`config.mk`:
```
export PLATFORM = sky130hd
export DESIGN_NAME = pattern_subsys
export DESIGN_NICKNAME = d
export VERILOG_FILES = /design/src/verilog/pattern_pkg.sv /design/src/verilog/video_timing.sv /design/src/verilog/pattern_gen.sv /design/src/verilog/credit_fifo.sv /design/src/verilog/pixel_sink.sv /design/src/verilog/pattern_subsys.sv
export SDC_FILE = /design/constraint.sdc
export NUM_CORES = 1
export LEC_CHECK = 0
export BUFFER_PORTS_ARGS = -buffer_cell sky130_fd_sc_hd__buf_2
export CAP_MARGIN = 10
export CORE_MARGIN = 5
export CORE_UTILIZATION = 40
export CTS_CLUSTER_DIAMETER = 50
export DETAILED_ROUTE_END_ITERATION = 6
export GPL_TIMING_DRIVEN = 0
export PLACE_DENSITY_LB_ADDON = 0.2
export SLEW_MARGIN = 20
export SYNTH_ARGS = -nofsm -noshare
export SYNTH_HDL_FRONTEND = slang
export SYNTH_HIERARCHICAL = 1
export SYNTH_SLANG_ARGS = --single-unit
```
`constraint.sdc`:
```
create_clock -name clk -period 8.96 [get_ports clk]
set_clock_uncertainty 0.15 [all_clocks]
set_input_delay 2.688 -clock clk [delete_from_list [all_inputs] [get_ports clk]]
set_output_delay 2.688 -clock clk [all_outputs]
set_load 0.03 [all_outputs]
```
`src/verilog/pattern_pkg.sv`:
```
// shared sizes and codes; BUF_DEPTH must be a power of two that fits PTR_W and CREDIT_W
`default_nettype none

package pattern_pkg;

	// ------------------------------------------------------------
	// data path widths
	// ------------------------------------------------------------
	// one pixel word
	localparam int PIX_W = 12;
	// geometry ports: pixels per line, lines, blanking
	localparam int GEOM_W = 12;
	// line checksum, wraps
	localparam int SUM_W = 20;

	// ------------------------------------------------------------
	// buffer and credits
	// ------------------------------------------------------------
	// entries, also the credit count after reset
	localparam int BUF_DEPTH = 16;
	// holds 0..BUF_DEPTH
	localparam int CREDIT_W = 5;
	// read and write pointers
	localparam int PTR_W = 4;

	// entry layout: marker bits sit above the pixel
	localparam int ENTRY_SOL = PIX_W;
	localparam int ENTRY_EOL = PIX_W + 1;
	localparam int ENTRY_EOF = PIX_W + 2;
	localparam int ENTRY_W = PIX_W + 3;

	// ------------------------------------------------------------
	// pattern modes
	// ------------------------------------------------------------
	localparam int MODE_W = 2;
	// index within the frame
	localparam logic [MODE_W-1:0] MODE_PIX_INC = 2'd0;
	// index since reset, runs across frames
	localparam logic [MODE_W-1:0] MODE_PIX_INC_NO_FVAL = 2'd1;
	// line index high, pixel in line low
	localparam logic [MODE_W-1:0] MODE_LINE_INC = 2'd2;
	// frames completed since reset
	localparam logic [MODE_W-1:0] MODE_FRAME_INC = 2'd3;

endpackage

`default_nettype wire

```
`src/verilog/video_timing.sv`:
```
// geometry must be nonzero and steady during a frame; a blanking of 0 still takes one cycle
`timescale 1ns/1ps
`default_nettype none

module video_timing (
	input  wire                              clk,
	input  wire                              reset,
	input  wire                              i_enable,
	input  wire  [pattern_pkg::GEOM_W-1:0]   i_active_pixels,
	input  wire  [pattern_pkg::GEOM_W-1:0]   i_active_lines,
	input  wire  [pattern_pkg::GEOM_W-1:0]   i_hblank,
	input  wire  [pattern_pkg::GEOM_W-1:0]   i_vblank,
	input  wire                              i_credit,
	output logic                             o_fval,
	output logic                             o_lval,
	output logic                             o_pix_stb
);

	typedef enum logic [1:0] {
		ST_VBLANK,
		ST_LINE,
		ST_HBLANK,
		ST_FEND
	} state_t;

	state_t                              state;
	logic  [pattern_pkg::GEOM_W-1:0]     pix_cnt;
	logic  [pattern_pkg::GEOM_W-1:0]     line_cnt;
	logic  [pattern_pkg::GEOM_W-1:0]     blank_cnt;
	logic  [pattern_pkg::CREDIT_W-1:0]   credits;
	logic                                last_pix;
	logic                                last_line;
	logic                                hblank_done;
	logic                                vblank_done;

	// ------------------------------------------------------------
	// position decode
	// ------------------------------------------------------------
	assign last_pix  = (pix_cnt == i_active_pixels - 1'b1);
	assign last_line = (line_cnt == i_active_lines - 1'b1);
	// zero blanking behaves as one cycle
	assign hblank_done = (i_hblank == '0) || (blank_cnt == i_hblank - 1'b1);
	assign vblank_done = (i_vblank == '0) || (blank_cnt == i_vblank - 1'b1);

	// strobe only with a credit in hand, else the line stretches
	assign o_pix_stb = (state == ST_LINE) && (credits != '0);
	assign o_lval    = (state == ST_LINE);
	// no hblank after the last line, fval drops right after its last pixel
	assign o_fval    = (state == ST_LINE) || (state == ST_HBLANK);

	// ------------------------------------------------------------
	// credit counter
	// ------------------------------------------------------------
	always_ff @(posedge clk) begin
		if (reset) begin
			credits <= pattern_pkg::CREDIT_W'(pattern_pkg::BUF_DEPTH);
		end else begin
			case ({o_pix_stb, i_credit})
				2'b10:   credits <= credits - 1'b1;
				2'b01:   credits <= credits + 1'b1;
				default: credits <= credits;
			endcase
		end
	end

	// ------------------------------------------------------------
	// frame FSM
	// ------------------------------------------------------------
	always_ff @(posedge clk) begin
		if (reset) begin
			state     <= ST_VBLANK;
			pix_cnt   <= '0;
			line_cnt  <= '0;
			blank_cnt <= '0;
		end else begin
			case (state)
				ST_VBLANK: begin
					// count stops at the end of blanking and waits for enable
					if (vblank_done) begin
						if (i_enable) begin
							state    <= ST_LINE;
							pix_cnt  <= '0;
							line_cnt <= '0;
						end
					end else begin
						blank_cnt <= blank_cnt + 1'b1;
					end
				end
				ST_LINE: begin
					// pixel counter frozen while out of credits
					if (o_pix_stb) begin
						if (last_pix) begin
							pix_cnt   <= '0;
							blank_cnt <= '0;
							state     <= last_line ? ST_FEND : ST_HBLANK;
						end else begin
							pix_cnt <= pix_cnt + 1'b1;
						end
					end
				end
				ST_HBLANK: begin
					if (hblank_done) begin
						line_cnt <= line_cnt + 1'b1;
						state    <= ST_LINE;
					end else begin
						blank_cnt <= blank_cnt + 1'b1;
					end
				end
				default: begin
					// end of frame, one cycle then vertical blank
					line_cnt  <= '0;
					blank_cnt <= '0;
					state     <= ST_VBLANK;
				end
			endcase
		end
	end

endmodule

`default_nettype wire

```
`src/verilog/pattern_gen.sv`:
```
// expects lval and fval to fall right after the last strobe of a line and of a frame
`timescale 1ns/1ps
`default_nettype none

module pattern_gen (
	input  wire                             clk,
	input  wire                             reset,
	input  wire  [pattern_pkg::MODE_W-1:0]  i_mode,
	input  wire                             i_fval,
	input  wire                             i_lval,
	input  wire                             i_pix_stb,
	output logic                            o_wr,
	output logic [pattern_pkg::PIX_W-1:0]   o_data,
	output logic                            o_sol,
	output logic                            o_eol,
	output logic                            o_eof
);

	logic                                fval_reg;
	logic                                lval_reg;
	logic                                fval_rise;
	logic                                fval_fall;
	logic                                lval_rise;
	logic                                lval_fall;
	logic  [pattern_pkg::MODE_W-1:0]     mode_q;
	logic  [pattern_pkg::MODE_W-1:0]     mode_now;
	logic  [pattern_pkg::PIX_W-1:0]      frame_pix;
	logic  [pattern_pkg::PIX_W-1:0]      glob_pix;
	logic  [pattern_pkg::PIX_W-5:0]      line_idx;
	logic  [3:0]                         line_pix;
	logic  [pattern_pkg::PIX_W-1:0]      frame_cnt;
	logic  [pattern_pkg::PIX_W-1:0]      pix_value;
	logic                                first_pend;
	logic                                sol_q;

	// ------------------------------------------------------------
	// timing registers and edges
	// ------------------------------------------------------------
	always_ff @(posedge clk) begin
		if (reset) begin
			fval_reg <= 1'b0;
			lval_reg <= 1'b0;
		end else begin
			fval_reg <= i_fval;
			lval_reg <= i_lval;
		end
	end

	assign fval_rise = i_fval && !fval_reg;
	assign fval_fall = !i_fval && fval_reg;
	assign lval_rise = i_lval && !lval_reg;
	assign lval_fall = !i_lval && lval_reg;

	// first strobe may land on the fval rise itself
	assign mode_now = fval_rise ? i_mode : mode_q;

	// ------------------------------------------------------------
	// pattern counters
	// ------------------------------------------------------------
	always_ff @(posedge clk) begin
		if (reset) begin
			mode_q     <= pattern_pkg::MODE_PIX_INC;
			frame_pix  <= '0;
			glob_pix   <= '0;
			line_idx   <= '0;
			line_pix   <= '0;
			frame_cnt  <= '0;
			first_pend <= 1'b0;
		end else begin
			if (fval_rise) begin
				mode_q <= i_mode;
			end
			// index within the frame, cleared between frames
			if (!i_fval) begin
				frame_pix <= '0;
			end else if (i_pix_stb) begin
				frame_pix <= frame_pix + 1'b1;
			end
			// never cleared after reset
			if (i_pix_stb) begin
				glob_pix <= glob_pix + 1'b1;
			end
			// line index steps on each lval fall
			if (!i_fval) begin
				line_idx <= '0;
			end else if (lval_fall) begin
				line_idx <= line_idx + 1'b1;
			end
			// pixel in line, mod 16
			if (!i_lval) begin
				line_pix <= '0;
			end else if (i_pix_stb) begin
				line_pix <= line_pix + 1'b1;
			end
			if (fval_fall) begin
				frame_cnt <= frame_cnt + 1'b1;
			end
			// waiting for the first strobe of a stalled line
			if (i_pix_stb) begin
				first_pend <= 1'b0;
			end else if (lval_rise) begin
				first_pend <= 1'b1;
			end
		end
	end

	// ------------------------------------------------------------
	// value select and write stage
	// ------------------------------------------------------------
	always_comb begin
		case (mode_now)
			pattern_pkg::MODE_PIX_INC:         pix_value = frame_pix;
			pattern_pkg::MODE_PIX_INC_NO_FVAL: pix_value = glob_pix;
			pattern_pkg::MODE_LINE_INC:        pix_value = {line_idx, line_pix};
			default:                           pix_value = frame_cnt;
		endcase
	end

	always_ff @(posedge clk) begin
		if (reset) begin
			o_wr <= 1'b0;
		end else begin
			o_wr <= i_pix_stb;
		end
	end

	// payload, qualified by o_wr
	always_ff @(posedge clk) begin
		o_data <= pix_value;
		sol_q  <= i_pix_stb && (lval_rise || first_pend);
	end

	// edges seen one cycle after the strobe line up with the write
	assign o_sol = o_wr && sol_q;
	assign o_eol = o_wr && lval_fall;
	assign o_eof = o_wr && fval_fall;

endmodule

`default_nettype wire

```
`src/verilog/credit_fifo.sv`:
```
// no full flag; the writer must hold a credit per write, pops while empty are dropped
`timescale 1ns/1ps
`default_nettype none

module credit_fifo (
	input  wire                              clk,
	input  wire                              reset,
	input  wire                              i_wr,
	input  wire  [pattern_pkg::ENTRY_W-1:0]  i_entry,
	input  wire                              i_pop,
	output logic [pattern_pkg::ENTRY_W-1:0]  o_entry,
	output logic                             o_empty,
	output logic                             o_credit
);

	logic  [pattern_pkg::ENTRY_W-1:0]    mem [pattern_pkg::BUF_DEPTH];
	logic  [pattern_pkg::PTR_W-1:0]      wr_ptr;
	logic  [pattern_pkg::PTR_W-1:0]      rd_ptr;
	logic  [pattern_pkg::PTR_W-1:0]      rd_next;
	logic  [pattern_pkg::CREDIT_W-1:0]   occupancy;
	logic                                pop_ok;

	assign o_empty = (occupancy == '0);
	assign pop_ok  = i_pop && !o_empty;
	// pointer the head follows after this cycle
	assign rd_next = rd_ptr + pattern_pkg::PTR_W'(pop_ok);

	// ------------------------------------------------------------
	// storage
	// ------------------------------------------------------------
	always_ff @(posedge clk) begin
		if (i_wr) begin
			mem[wr_ptr] <= i_entry;
		end
	end

	// registered head
	// bypass when the next head is being written this cycle
	always_ff @(posedge clk) begin
		if (i_wr && (wr_ptr == rd_next)) begin
			o_entry <= i_entry;
		end else begin
			o_entry <= mem[rd_next];
		end
	end

	// ------------------------------------------------------------
	// pointers, occupancy, credit return
	// ------------------------------------------------------------
	always_ff @(posedge clk) begin
		if (reset) begin
			wr_ptr    <= '0;
			rd_ptr    <= '0;
			occupancy <= '0;
			o_credit  <= 1'b0;
		end else begin
			if (i_wr) begin
				wr_ptr <= wr_ptr + 1'b1;
			end
			rd_ptr <= rd_next;
			case ({i_wr, pop_ok})
				2'b10:   occupancy <= occupancy + 1'b1;
				2'b01:   occupancy <= occupancy - 1'b1;
				default: occupancy <= occupancy;
			endcase
			// one credit per pop, next cycle
			o_credit <= pop_ok;
		end
	end

endmodule

`default_nettype wire

```
`src/verilog/pixel_sink.sv`:
```
// line sum is only meaningful when every line starts with a sol entry
`timescale 1ns/1ps
`default_nettype none

module pixel_sink (
	input  wire                              clk,
	input  wire                              reset,
	input  wire                              i_ready,
	input  wire  [pattern_pkg::ENTRY_W-1:0]  i_entry,
	input  wire                              i_empty,
	output logic                             o_pop,
	output logic                             o_pix_valid,
	output logic [pattern_pkg::PIX_W-1:0]    o_pix_data,
	output logic                             o_pix_sol,
	output logic                             o_pix_eol,
	output logic                             o_pix_eof,
	output logic [pattern_pkg::SUM_W-1:0]    o_line_sum,
	output logic                             o_line_sum_valid
);

	logic  [pattern_pkg::PIX_W-1:0]    head_pix;
	logic                              head_sol;
	logic                              head_eol;
	logic                              head_eof;
	logic  [pattern_pkg::SUM_W-1:0]    acc;
	logic  [pattern_pkg::SUM_W-1:0]    acc_next;

	// ------------------------------------------------------------
	// head entry fields
	// ------------------------------------------------------------
	assign head_pix = i_entry[pattern_pkg::PIX_W-1:0];
	assign head_sol = i_entry[pattern_pkg::ENTRY_SOL];
	assign head_eol = i_entry[pattern_pkg::ENTRY_EOL];
	assign head_eof = i_entry[pattern_pkg::ENTRY_EOF];

	// drain whenever the downstream side allows
	assign o_pop = i_ready && !i_empty;

	// sol restarts the sum with this pixel
	assign acc_next = head_sol ? pattern_pkg::SUM_W'(head_pix)
	                           : acc + pattern_pkg::SUM_W'(head_pix);

	// ------------------------------------------------------------
	// output stage
	// ------------------------------------------------------------
	always_ff @(posedge clk) begin
		if (reset) begin
			o_pix_valid      <= 1'b0;
			o_pix_sol        <= 1'b0;
			o_pix_eol        <= 1'b0;
			o_pix_eof        <= 1'b0;
			o_line_sum_valid <= 1'b0;
			acc              <= '0;
		end else begin
			o_pix_valid      <= o_pop;
			// markers low whenever no pixel goes out
			o_pix_sol        <= o_pop && head_sol;
			o_pix_eol        <= o_pop && head_eol;
			o_pix_eof        <= o_pop && head_eof;
			// same cycle as the eol pixel
			o_line_sum_valid <= o_pop && head_eol;
			if (o_pop) begin
				acc <= acc_next;
			end
		end
	end

	// payload, qualified by the valids
	always_ff @(posedge clk) begin
		if (o_pop) begin
			o_pix_data <= head_pix;
		end
		if (o_pop && head_eol) begin
			o_line_sum <= acc_next;
		end
	end

endmodule

`default_nettype wire

```
`src/verilog/pattern_subsys.sv`:
```
// strobe to output is 3 cycles with i_ready high and an empty buffer, longer under back-pressure
`timescale 1ns/1ps
`default_nettype none

module pattern_subsys (
	input  wire                              clk,
	input  wire                              reset,
	input  wire                              i_enable,
	input  wire  [pattern_pkg::MODE_W-1:0]   i_mode,
	input  wire  [pattern_pkg::GEOM_W-1:0]   i_active_pixels,
	input  wire  [pattern_pkg::GEOM_W-1:0]   i_active_lines,
	input  wire  [pattern_pkg::GEOM_W-1:0]   i_hblank,
	input  wire  [pattern_pkg::GEOM_W-1:0]   i_vblank,
	input  wire                              i_ready,
	output logic                             o_pix_valid,
	output logic [pattern_pkg::PIX_W-1:0]    o_pix_data,
	output logic                             o_pix_sol,
	output logic                             o_pix_eol,
	output logic                             o_pix_eof,
	output logic [pattern_pkg::SUM_W-1:0]    o_line_sum,
	output logic                             o_line_sum_valid
);

	// timing to pattern
	logic                              fval;
	logic                              lval;
	logic                              pix_stb;
	// pattern to buffer
	logic                              gen_wr;
	logic  [pattern_pkg::PIX_W-1:0]    gen_data;
	logic                              gen_sol;
	logic                              gen_eol;
	logic                              gen_eof;
	logic  [pattern_pkg::ENTRY_W-1:0]  wr_entry;
	// buffer to sink and back
	logic  [pattern_pkg::ENTRY_W-1:0]  head_entry;
	logic                              buf_empty;
	logic                              sink_pop;
	logic                              credit;

	// ------------------------------------------------------------
	// producer
	// ------------------------------------------------------------
	video_timing u_timing (
		.clk             (clk),
		.reset           (reset),
		.i_enable        (i_enable),
		.i_active_pixels (i_active_pixels),
		.i_active_lines  (i_active_lines),
		.i_hblank        (i_hblank),
		.i_vblank        (i_vblank),
		.i_credit        (credit),
		.o_fval          (fval),
		.o_lval          (lval),
		.o_pix_stb       (pix_stb)
	);

	pattern_gen u_pattern (
		.clk       (clk),
		.reset     (reset),
		.i_mode    (i_mode),
		.i_fval    (fval),
		.i_lval    (lval),
		.i_pix_stb (pix_stb),
		.o_wr      (gen_wr),
		.o_data    (gen_data),
		.o_sol     (gen_sol),
		.o_eol     (gen_eol),
		.o_eof     (gen_eof)
	);

	// pack pixel and markers into one buffer entry
	assign wr_entry[pattern_pkg::PIX_W-1:0]    = gen_data;
	assign wr_entry[pattern_pkg::ENTRY_SOL]    = gen_sol;
	assign wr_entry[pattern_pkg::ENTRY_EOL]    = gen_eol;
	assign wr_entry[pattern_pkg::ENTRY_EOF]    = gen_eof;

	// ------------------------------------------------------------
	// buffer and consumer
	// ------------------------------------------------------------
	credit_fifo u_fifo (
		.clk      (clk),
		.reset    (reset),
		.i_wr     (gen_wr),
		.i_entry  (wr_entry),
		.i_pop    (sink_pop),
		.o_entry  (head_entry),
		.o_empty  (buf_empty),
		.o_credit (credit)
	);

	pixel_sink u_sink (
		.clk              (clk),
		.reset            (reset),
		.i_ready          (i_ready),
		.i_entry          (head_entry),
		.i_empty          (buf_empty),
		.o_pop            (sink_pop),
		.o_pix_valid      (o_pix_valid),
		.o_pix_data       (o_pix_data),
		.o_pix_sol        (o_pix_sol),
		.o_pix_eol        (o_pix_eol),
		.o_pix_eof        (o_pix_eof),
		.o_line_sum       (o_line_sum),
		.o_line_sum_valid (o_line_sum_valid)
	);

endmodule

`default_nettype wire

```
# Yosys cells after proc, flatten, opt, wreduce, memory -nomap -nowiden

Memory sizes are Yosys's and may differ from the RTL's. A register that Yosys moved wholly into a read port is not among the register bits.
Cells that the tools add are included.
Widths: inputs -> output; s select.

Register bits after elaboration: 180
Bits in writable memories: 240
Bits of input ports: 54
Output and inout port bits: 37
Word-level logic and storage cells: 134
Memories: 1

$add $sub $neg: 19
Equality and inequality tests: 19
Muxes and demuxes: 26
Bitwise logic cells: 2
Reductions and logical operators: 39

Memories:

| memory     | words | bits a word | rd ports | clocked after Yosys merged registers in | wr ports | line              | RTL |
|---|---|---|---|---|---|---|---|
| u_fifo.mem | 16    | 15          | 1        | 1                                       | 1        | credit_fifo.sv:16 | `logic [pattern_pkg::ENTRY_W-1:0] mem [pattern_pkg::BUF_DEPTH];` |

Operators with widths:

| cell                  | number |
|---|---|
| $mux 12               | 9 |
| $pmux 12 s3           | 3 |
| $add 12x1->12 const B | 6 |
| $eq 12x12->1          | 4 |
| $sub 12x1->12 const B | 4 |
| $logic_not 12->1      | 2 |
| $pmux 12 s2           | 1 |
| $add 20x12->20        | 1 |
| $mux 20               | 1 |
| $pmux 5 s2            | 2 |
| $logic_and 1x1->1     | 14 |
| $mux 2                | 6 |
| $reduce_and 4->1      | 3 |
| $add 5x1->5 const B   | 2 |
| $ne 2x2->1 const B    | 5 |
| $sub 5x1->5 const B   | 2 |
| $add 4x1->4 const B   | 2 |
| $add 8x1->8 const B   | 1 |
| $eq 2x1->1 const B    | 4 |
| $eq 2x2->1 const B    | 4 |
| $pmux 2 s3            | 1 |
| $reduce_bool 2->1     | 3 |
| $reduce_or 2->1       | 3 |
| $logic_not 1->1       | 5 |
| other kinds (9)       | 17 |

# Longest topological paths before layout

Depth after elaboration: 6
Depth in mapped cells: 15
Gate-level depth less buffers: 12

# By module

Netlist, hierarchy kept.

By module, submodules not included:

| module       | times used | cells each | area each (sq um) | seq. area each (sq um) |
|---|---|---|---|---|
| credit_fifo  | 1          | 438        | 10032.1           | 7567.3 |
| video_timing | 1          | 525        | 3983.8            | 860.8 |
| pixel_sink   | 1          | 330        | 3149.3            | 1441.4 |
| pattern_gen  | 1          | 269        | 2824.0            | 1341.3 |

# Worst setup path before layout

Ideal clock, no wire load.

Kind: input port to flip-flop
Start point: input port i_active_pixels[0] (netlist bit)
End point: register u_timing/blank_cnt[1] (netlist bit)
Setup time: 71 ps
Arrival: 5220 ps
Required time: 8739 ps
Path slack: 3519 ps
Cell stages on the path: 12
Buffers on the path: 1
Path through: inv_1 -> ha_1 -> or4b_2 -> nor4_1 -> a311oi_1 -> nand2_1 -> o2111ai_1 -> o21ai_2 -> nand3_1 -> clkbuf_1 -> or3b_2 -> a21oi_1

Word-level cells in the longest chain between the ends: 4

RTL lines:

| element                    | line                 | RTL |
|---|---|---|
| start, declared            | pattern_subsys.sv:10 | `input wire [pattern_pkg::GEOM_W-1:0] i_active_pixels,` |
| $sub 12x1->12              | video_timing.sv:39   | `assign last_pix = (pix_cnt == i_active_pixels - 1'b1);` |
| $eq 12x12->1               | video_timing.sv:39   |  |
| $ne 2x2->1 (no line)       | -                    |  |
| $reduce_and 4->1 (no line) | -                    |  |
| end signal, assigned       | video_timing.sv:86   | `blank_cnt <= blank_cnt + 1'b1;` |
| end signal, assigned       | video_timing.sv:106  | `blank_cnt <= blank_cnt + 1'b1;` |
| end, declared              | video_timing.sv:29   | `logic [pattern_pkg::GEOM_W-1:0] blank_cnt;` |

Every way passes these cells.
A chain may end at the register's enable or synchronous reset.

# Worst setup path after layout

Ends and elaborated chain as after synthesis.

==> results.md <==
Outcome:
- The run finished with clean final reports.

Synth:
- The dominant synthesized flop cell is edfxtp_1.
- The mapped netlist covers 20,000 µm².
- After synthesis, the share of flip-flops with an asynchronous set or reset is 0%.
- The Yosys warning count is 6.
- The number of enable flip-flop cells after synthesis is 272.
- The flop and latch count out of synthesis is 424.
- The synthesized instance count is 1,562.
- The mean instance size in the synthesized netlist is 12.8 µm².
- The total nets after synthesis is 1,661.
- Yosys mapped the design onto 92 distinct sky130hd cell types.
- Of the synthesized area, sequential elements account for between 50% and 60%.

Critical path:
- In this run the number of cells on the critical path is 13.
- The worst path buffer plus inverter count is 3.
- The category of the most critical setup path is in -> reg.
- Following the worst setup path forward leads to its endpoint at u_timing/blank_cnt[1]$_SDFFE_PP0P_.
- Walking the worst path, the cells encountered are buf_2, inv_1, ha_1, or4b_2, nor4_1, a311oi_1, nand2_1, o2111ai_1, o21ai_2, nand3_1, clkbuf_1, or3b_2, a21oi_1.
- The nature of the critical path startpoint is an input port.
- The endpoint kind of the worst setup timing path is a register.
- For the worst setup path, the data arrival time is 5920 ps.
- The largest single stage delay on the critical path is 640 ps.
- In this run the register-to-register setup slack is approximately 4400 ps.
- In this design, the largest share of critical-path delay is due to simple AND/OR/NAND/NOR gates.
- In this run the worst setup path begins at i_active_pixels[0].
- Measured in cells, the most critical reg-to-reg path has a length of 12.
- Of all nets on the critical path, the largest fanout is 10.
- The reg-to-reg endpoint is u_sink/o_line_sum[12]$_DFFE_PP_.
- The worst path required time is 9300 ps.
- The cell with the largest stage delay on the worst path is or4b_2.

Clocking:
- TritonCTS built the clock tree.
- The later-pin clock latency in the skew report is 570 ps.
- The TritonCTS sink count is 424.
- The clock root buffer is clkbuf_16.
- The number of setup buffers added after CTS is 0.
- The maximum clock path buffer count is 3.
- After clock tree synthesis, the clock-pin slew on the worst setup and hold paths is 60 ps.
- TritonCTS created 49 clock buffers.
- The hold buffer count at CTS is 0.
- The quantity of gates resized following cts is 0.
- The H-tree was split into 2 levels.

STA:
- Setup repair after global routing left no endpoint under its margin.
- The worst max-slew margin expressed relative to the limit is ~33%.
- The final max-slew violation count is 0.
- Derived from the worst setup path, the maximum achievable clock frequency is 179 MHz.
- The minimum clock period after layout is 5580 ps.
- The setup-violating endpoint count in the final report is 0.
- The transition time at the pin with the least slew margin is 1000 ps.
- The count of final hold-check violations is 0.
- The final critical path takes up between 60% and 70% of the cycle.
- Setup total negative slack on the finished layout was measured at 0 ps.

Detailed routing:
- Using the TritonRoute via totals, the vias-per-cell ratio works out to 5.41.
- The overall via count from detail_route is 13,000.
- The remaining design rule violation count is 0.
- The first TritonRoute pass finished after 6 iterations.
- The detail route stage leaves a number of antenna-violating nets equal to 0.
- For this block, the initial DRC count from the detailed router was just over 1,000.
- Wires add up to 44,200 µm.
- Dividing the detail-routed wire length by the instance count gives 18.4 µm.

Placement:
- The final estimated routing congestion in global placement is 0.865.
- Counting tap cells, the placed design contains a total of approximately 2,300 instances.
- During placement, the flow inserted port buffers numbering 86.
- Summed over all nets, the half-perimeter wirelength after detailed placement is 31,200 µm.

Finish:
- The total number of nets in the final design is between 1,500 and 2,000.
- The register containing the most flip-flops in the final layout is u_fifo/mem.
- The register with the most flip-flops in the layout has 240 of them.
- Cells with a size suffix above 1 make up 16.9% of the layout.
- In the final layout, the registers with the most flip-flops are u_fifo/mem (240), u_sink/acc (20), u_sink/o_line_sum (20).
- The area growth from synthesis to final layout is 14.0%.
- The final standard cell count with taps included and fillers excluded is 2,411.
- The number of antenna diodes in the final layout is 0.

GRT:
- The remaining global-route overflow is 0.
- Entering global routing, the biggest net connects 23 pins.
- The first global-routing pass estimated 70,400 µm of wire.
- The number of antenna violations at the first check in global routing is 0.
- The via count of the first global-routing pass is approximately 13,000.
- Across every metal layer, demand over resource in global routing totals 16.1%.

Floorplanning:
- The full die area is between 50,000 and 60,000 µm².
- The starting density of the core is about 40%.
- The total I/O pin count is 91.
- The floorplan step set the die width to 234 µm.
- The floorplan step defined a core boundary enclosing 49,800 µm².
- Measured along the y axis, the die boundary spans ~230 µm.
- The site row count is 82.

Power:
- The internal portion of the total power is approximately 3.5 mW.
- The power density relative to cell area is 206 nW/µm².
- Across the VDD grid, the largest voltage drop is around 0.12 mV.
- Registers are responsible for between 40% and 50% of the overall power.
- The portion of total power attributed to combinational logic is 13.9%.
- The switching power share of the total is 26.1%.
- The switching power total is 1.23 mW.
- The share of total power dissipated in the clock network is ~40%.
- The analysis attributes to cell leakage a power of around 7.6 nW.
- Overall power consumption after layout is estimated at 4.69 mW.

Run:
- Across the run, the number of max-cap violations was 0.

Worst hold path:
- The type of the most critical hold path is reg -> reg.
-- through the flow --
step | setup slack, ps | hold slack, ps | cell area, µm² | utilization (%)
global route | 3140 | 349 | 22800 | 45.8
finish | 3380 | 308 | 22800 | 45.8
detailed placement | 2860 | 297 | 21300 | 42.7
floorplan | 3520 | 276 | 20000 | -
CTS | 3450 | 318 | 22800 | 45.8
global placement | 2630 | 291 | 21300 | 42.7
-- cell families (layout without fill, tap and decap cells) --
| kind of cell | after synthesis | after routing | synth area share, % |
|---|---|---|---|
| multiplexers | 110 | 110 | 11.5 |
| AO/OA/AOI/OAI | 236 | 236 | 8.19 |
| AND/OR/NAND/NOR | 504 | 504 | 13.4 |
| adder cells (fa/ha/maj) | 45 | 45 | 2.89 |
| flip-flops | 424 | 424 | 56.1 |
| XOR/XNOR | 119 | 119 | 5.21 |
| buffers and inverters | 124 | 301 | 2.76 |
-- cells in the mapped netlist (9+ instances only) --
library cell	n	area (µm²)
edfxtp_1	272	8170
dfxtp_1	152	3040
nor2_1	130	488
nand2_1	77	289
mux4_2	65	1460
xnor2_1	63	552
a21oi_1	62	310
xor2_1	56	490
inv_1	51	191
clkbuf_1	47	176
nand3_1	45	225
ha_1	43	538
o21ai_0	42	210
nor3_1	38	190
nand4_1	37	231
and2_1	30	188
and3_1	27	169
mux4_1	22	578
nor2b_1	21	131
or3_1	18	113
nor4_1	15	93.8
a31oi_1	13	81.3
mux2i_1	12	120
o211ai_1	12	90.1
a21o_1	11	82.6
buf_2	11	55.1
nand2b_1	11	68.8
a211oi_1	10	75.1
mux2_2	10	113
or4_1	9	67.6
-- layout by cell type (no fill, tap or decap), types with 21 or more instances in the layout --
| cell type | count |
|---|---|
| edfxtp_1 | 272 |
| dfxtp_1 | 152 |
| nor2_1 | 130 |
| buf_2 | 97 |
| nand2_1 | 77 |
| mux4_2 | 65 |
| xnor2_1 | 63 |
| a21oi_1 | 62 |
| xor2_1 | 56 |
| clkbuf_1 | 54 |
| clkbuf_16 | 51 |
| inv_1 | 51 |
| nand3_1 | 45 |
| ha_1 | 43 |
| o21ai_0 | 42 |
| nor3_1 | 38 |
| nand4_1 | 37 |
| and2_1 | 30 |
| and3_1 | 27 |
| mux4_1 | 22 |
| nor2b_1 | 21 |
-- power groups by stage --
stage               Clock, mW  Sequential (mW)  Combinational (mW)
floorplan                   0             2.22               0.478
global placement            0             2.22               0.642
detailed placement          0             2.22               0.650
CTS                      1.93             2.18               0.656
global route             2.02             2.18               0.724
finish                   1.87             2.18               0.652
-- cell type report --
| class | instances | area, µm² |
|---|---|---|
| well taps | 672 | 841 |
| flip-flops and latches | 424 | 11200 |
| multi-input cells | 1014 | 8230 |
| repair buffers | 86 | 430 |
| fillers | 4495 | 27000 |
| clock buffers | 60 | 1320 |
| inverters | 51 | 191 |
| clock inverters | 31 | 213 |
| plain buffers | 73 | 362 |
-- per-layer routing --
| layer | GRT usage, % | vias up | part of all wire (%) |
|---|---|---|---|
| met3 | 2.43 | 65 | 3.9 |
| met4 | 4.61 | 0 | 1.9 |
| met2 | 27.2 | 269 | 49 |
| met1 | 21.7 | 6452 | 45 |
| met5 | 0 | - | 0 |
| li1 | - | 6253 | - |
-- how the worst min path moves through the flow --
stage | from | depth (start not counted) | to
3_5_place_dp | u_fifo/rd_ptr[3]$_SDFF_PP0_ | 1 | register
5_1_grt | u_fifo/rd_ptr[3]$_SDFF_PP0_ | 1 | register
3_3_place_gp | u_fifo/rd_ptr[3]$_SDFF_PP0_ | 1 | register
2_1_floorplan | u_fifo/rd_ptr[3]$_SDFF_PP0_ | 1 | register
4_1_cts | u_fifo/rd_ptr[3]$_SDFF_PP0_ | 1 | register
6_report | u_fifo/rd_ptr[3]$_SDFF_PP0_ | 1 | register
No activity file was read; power rests on OpenSTA's default activity.
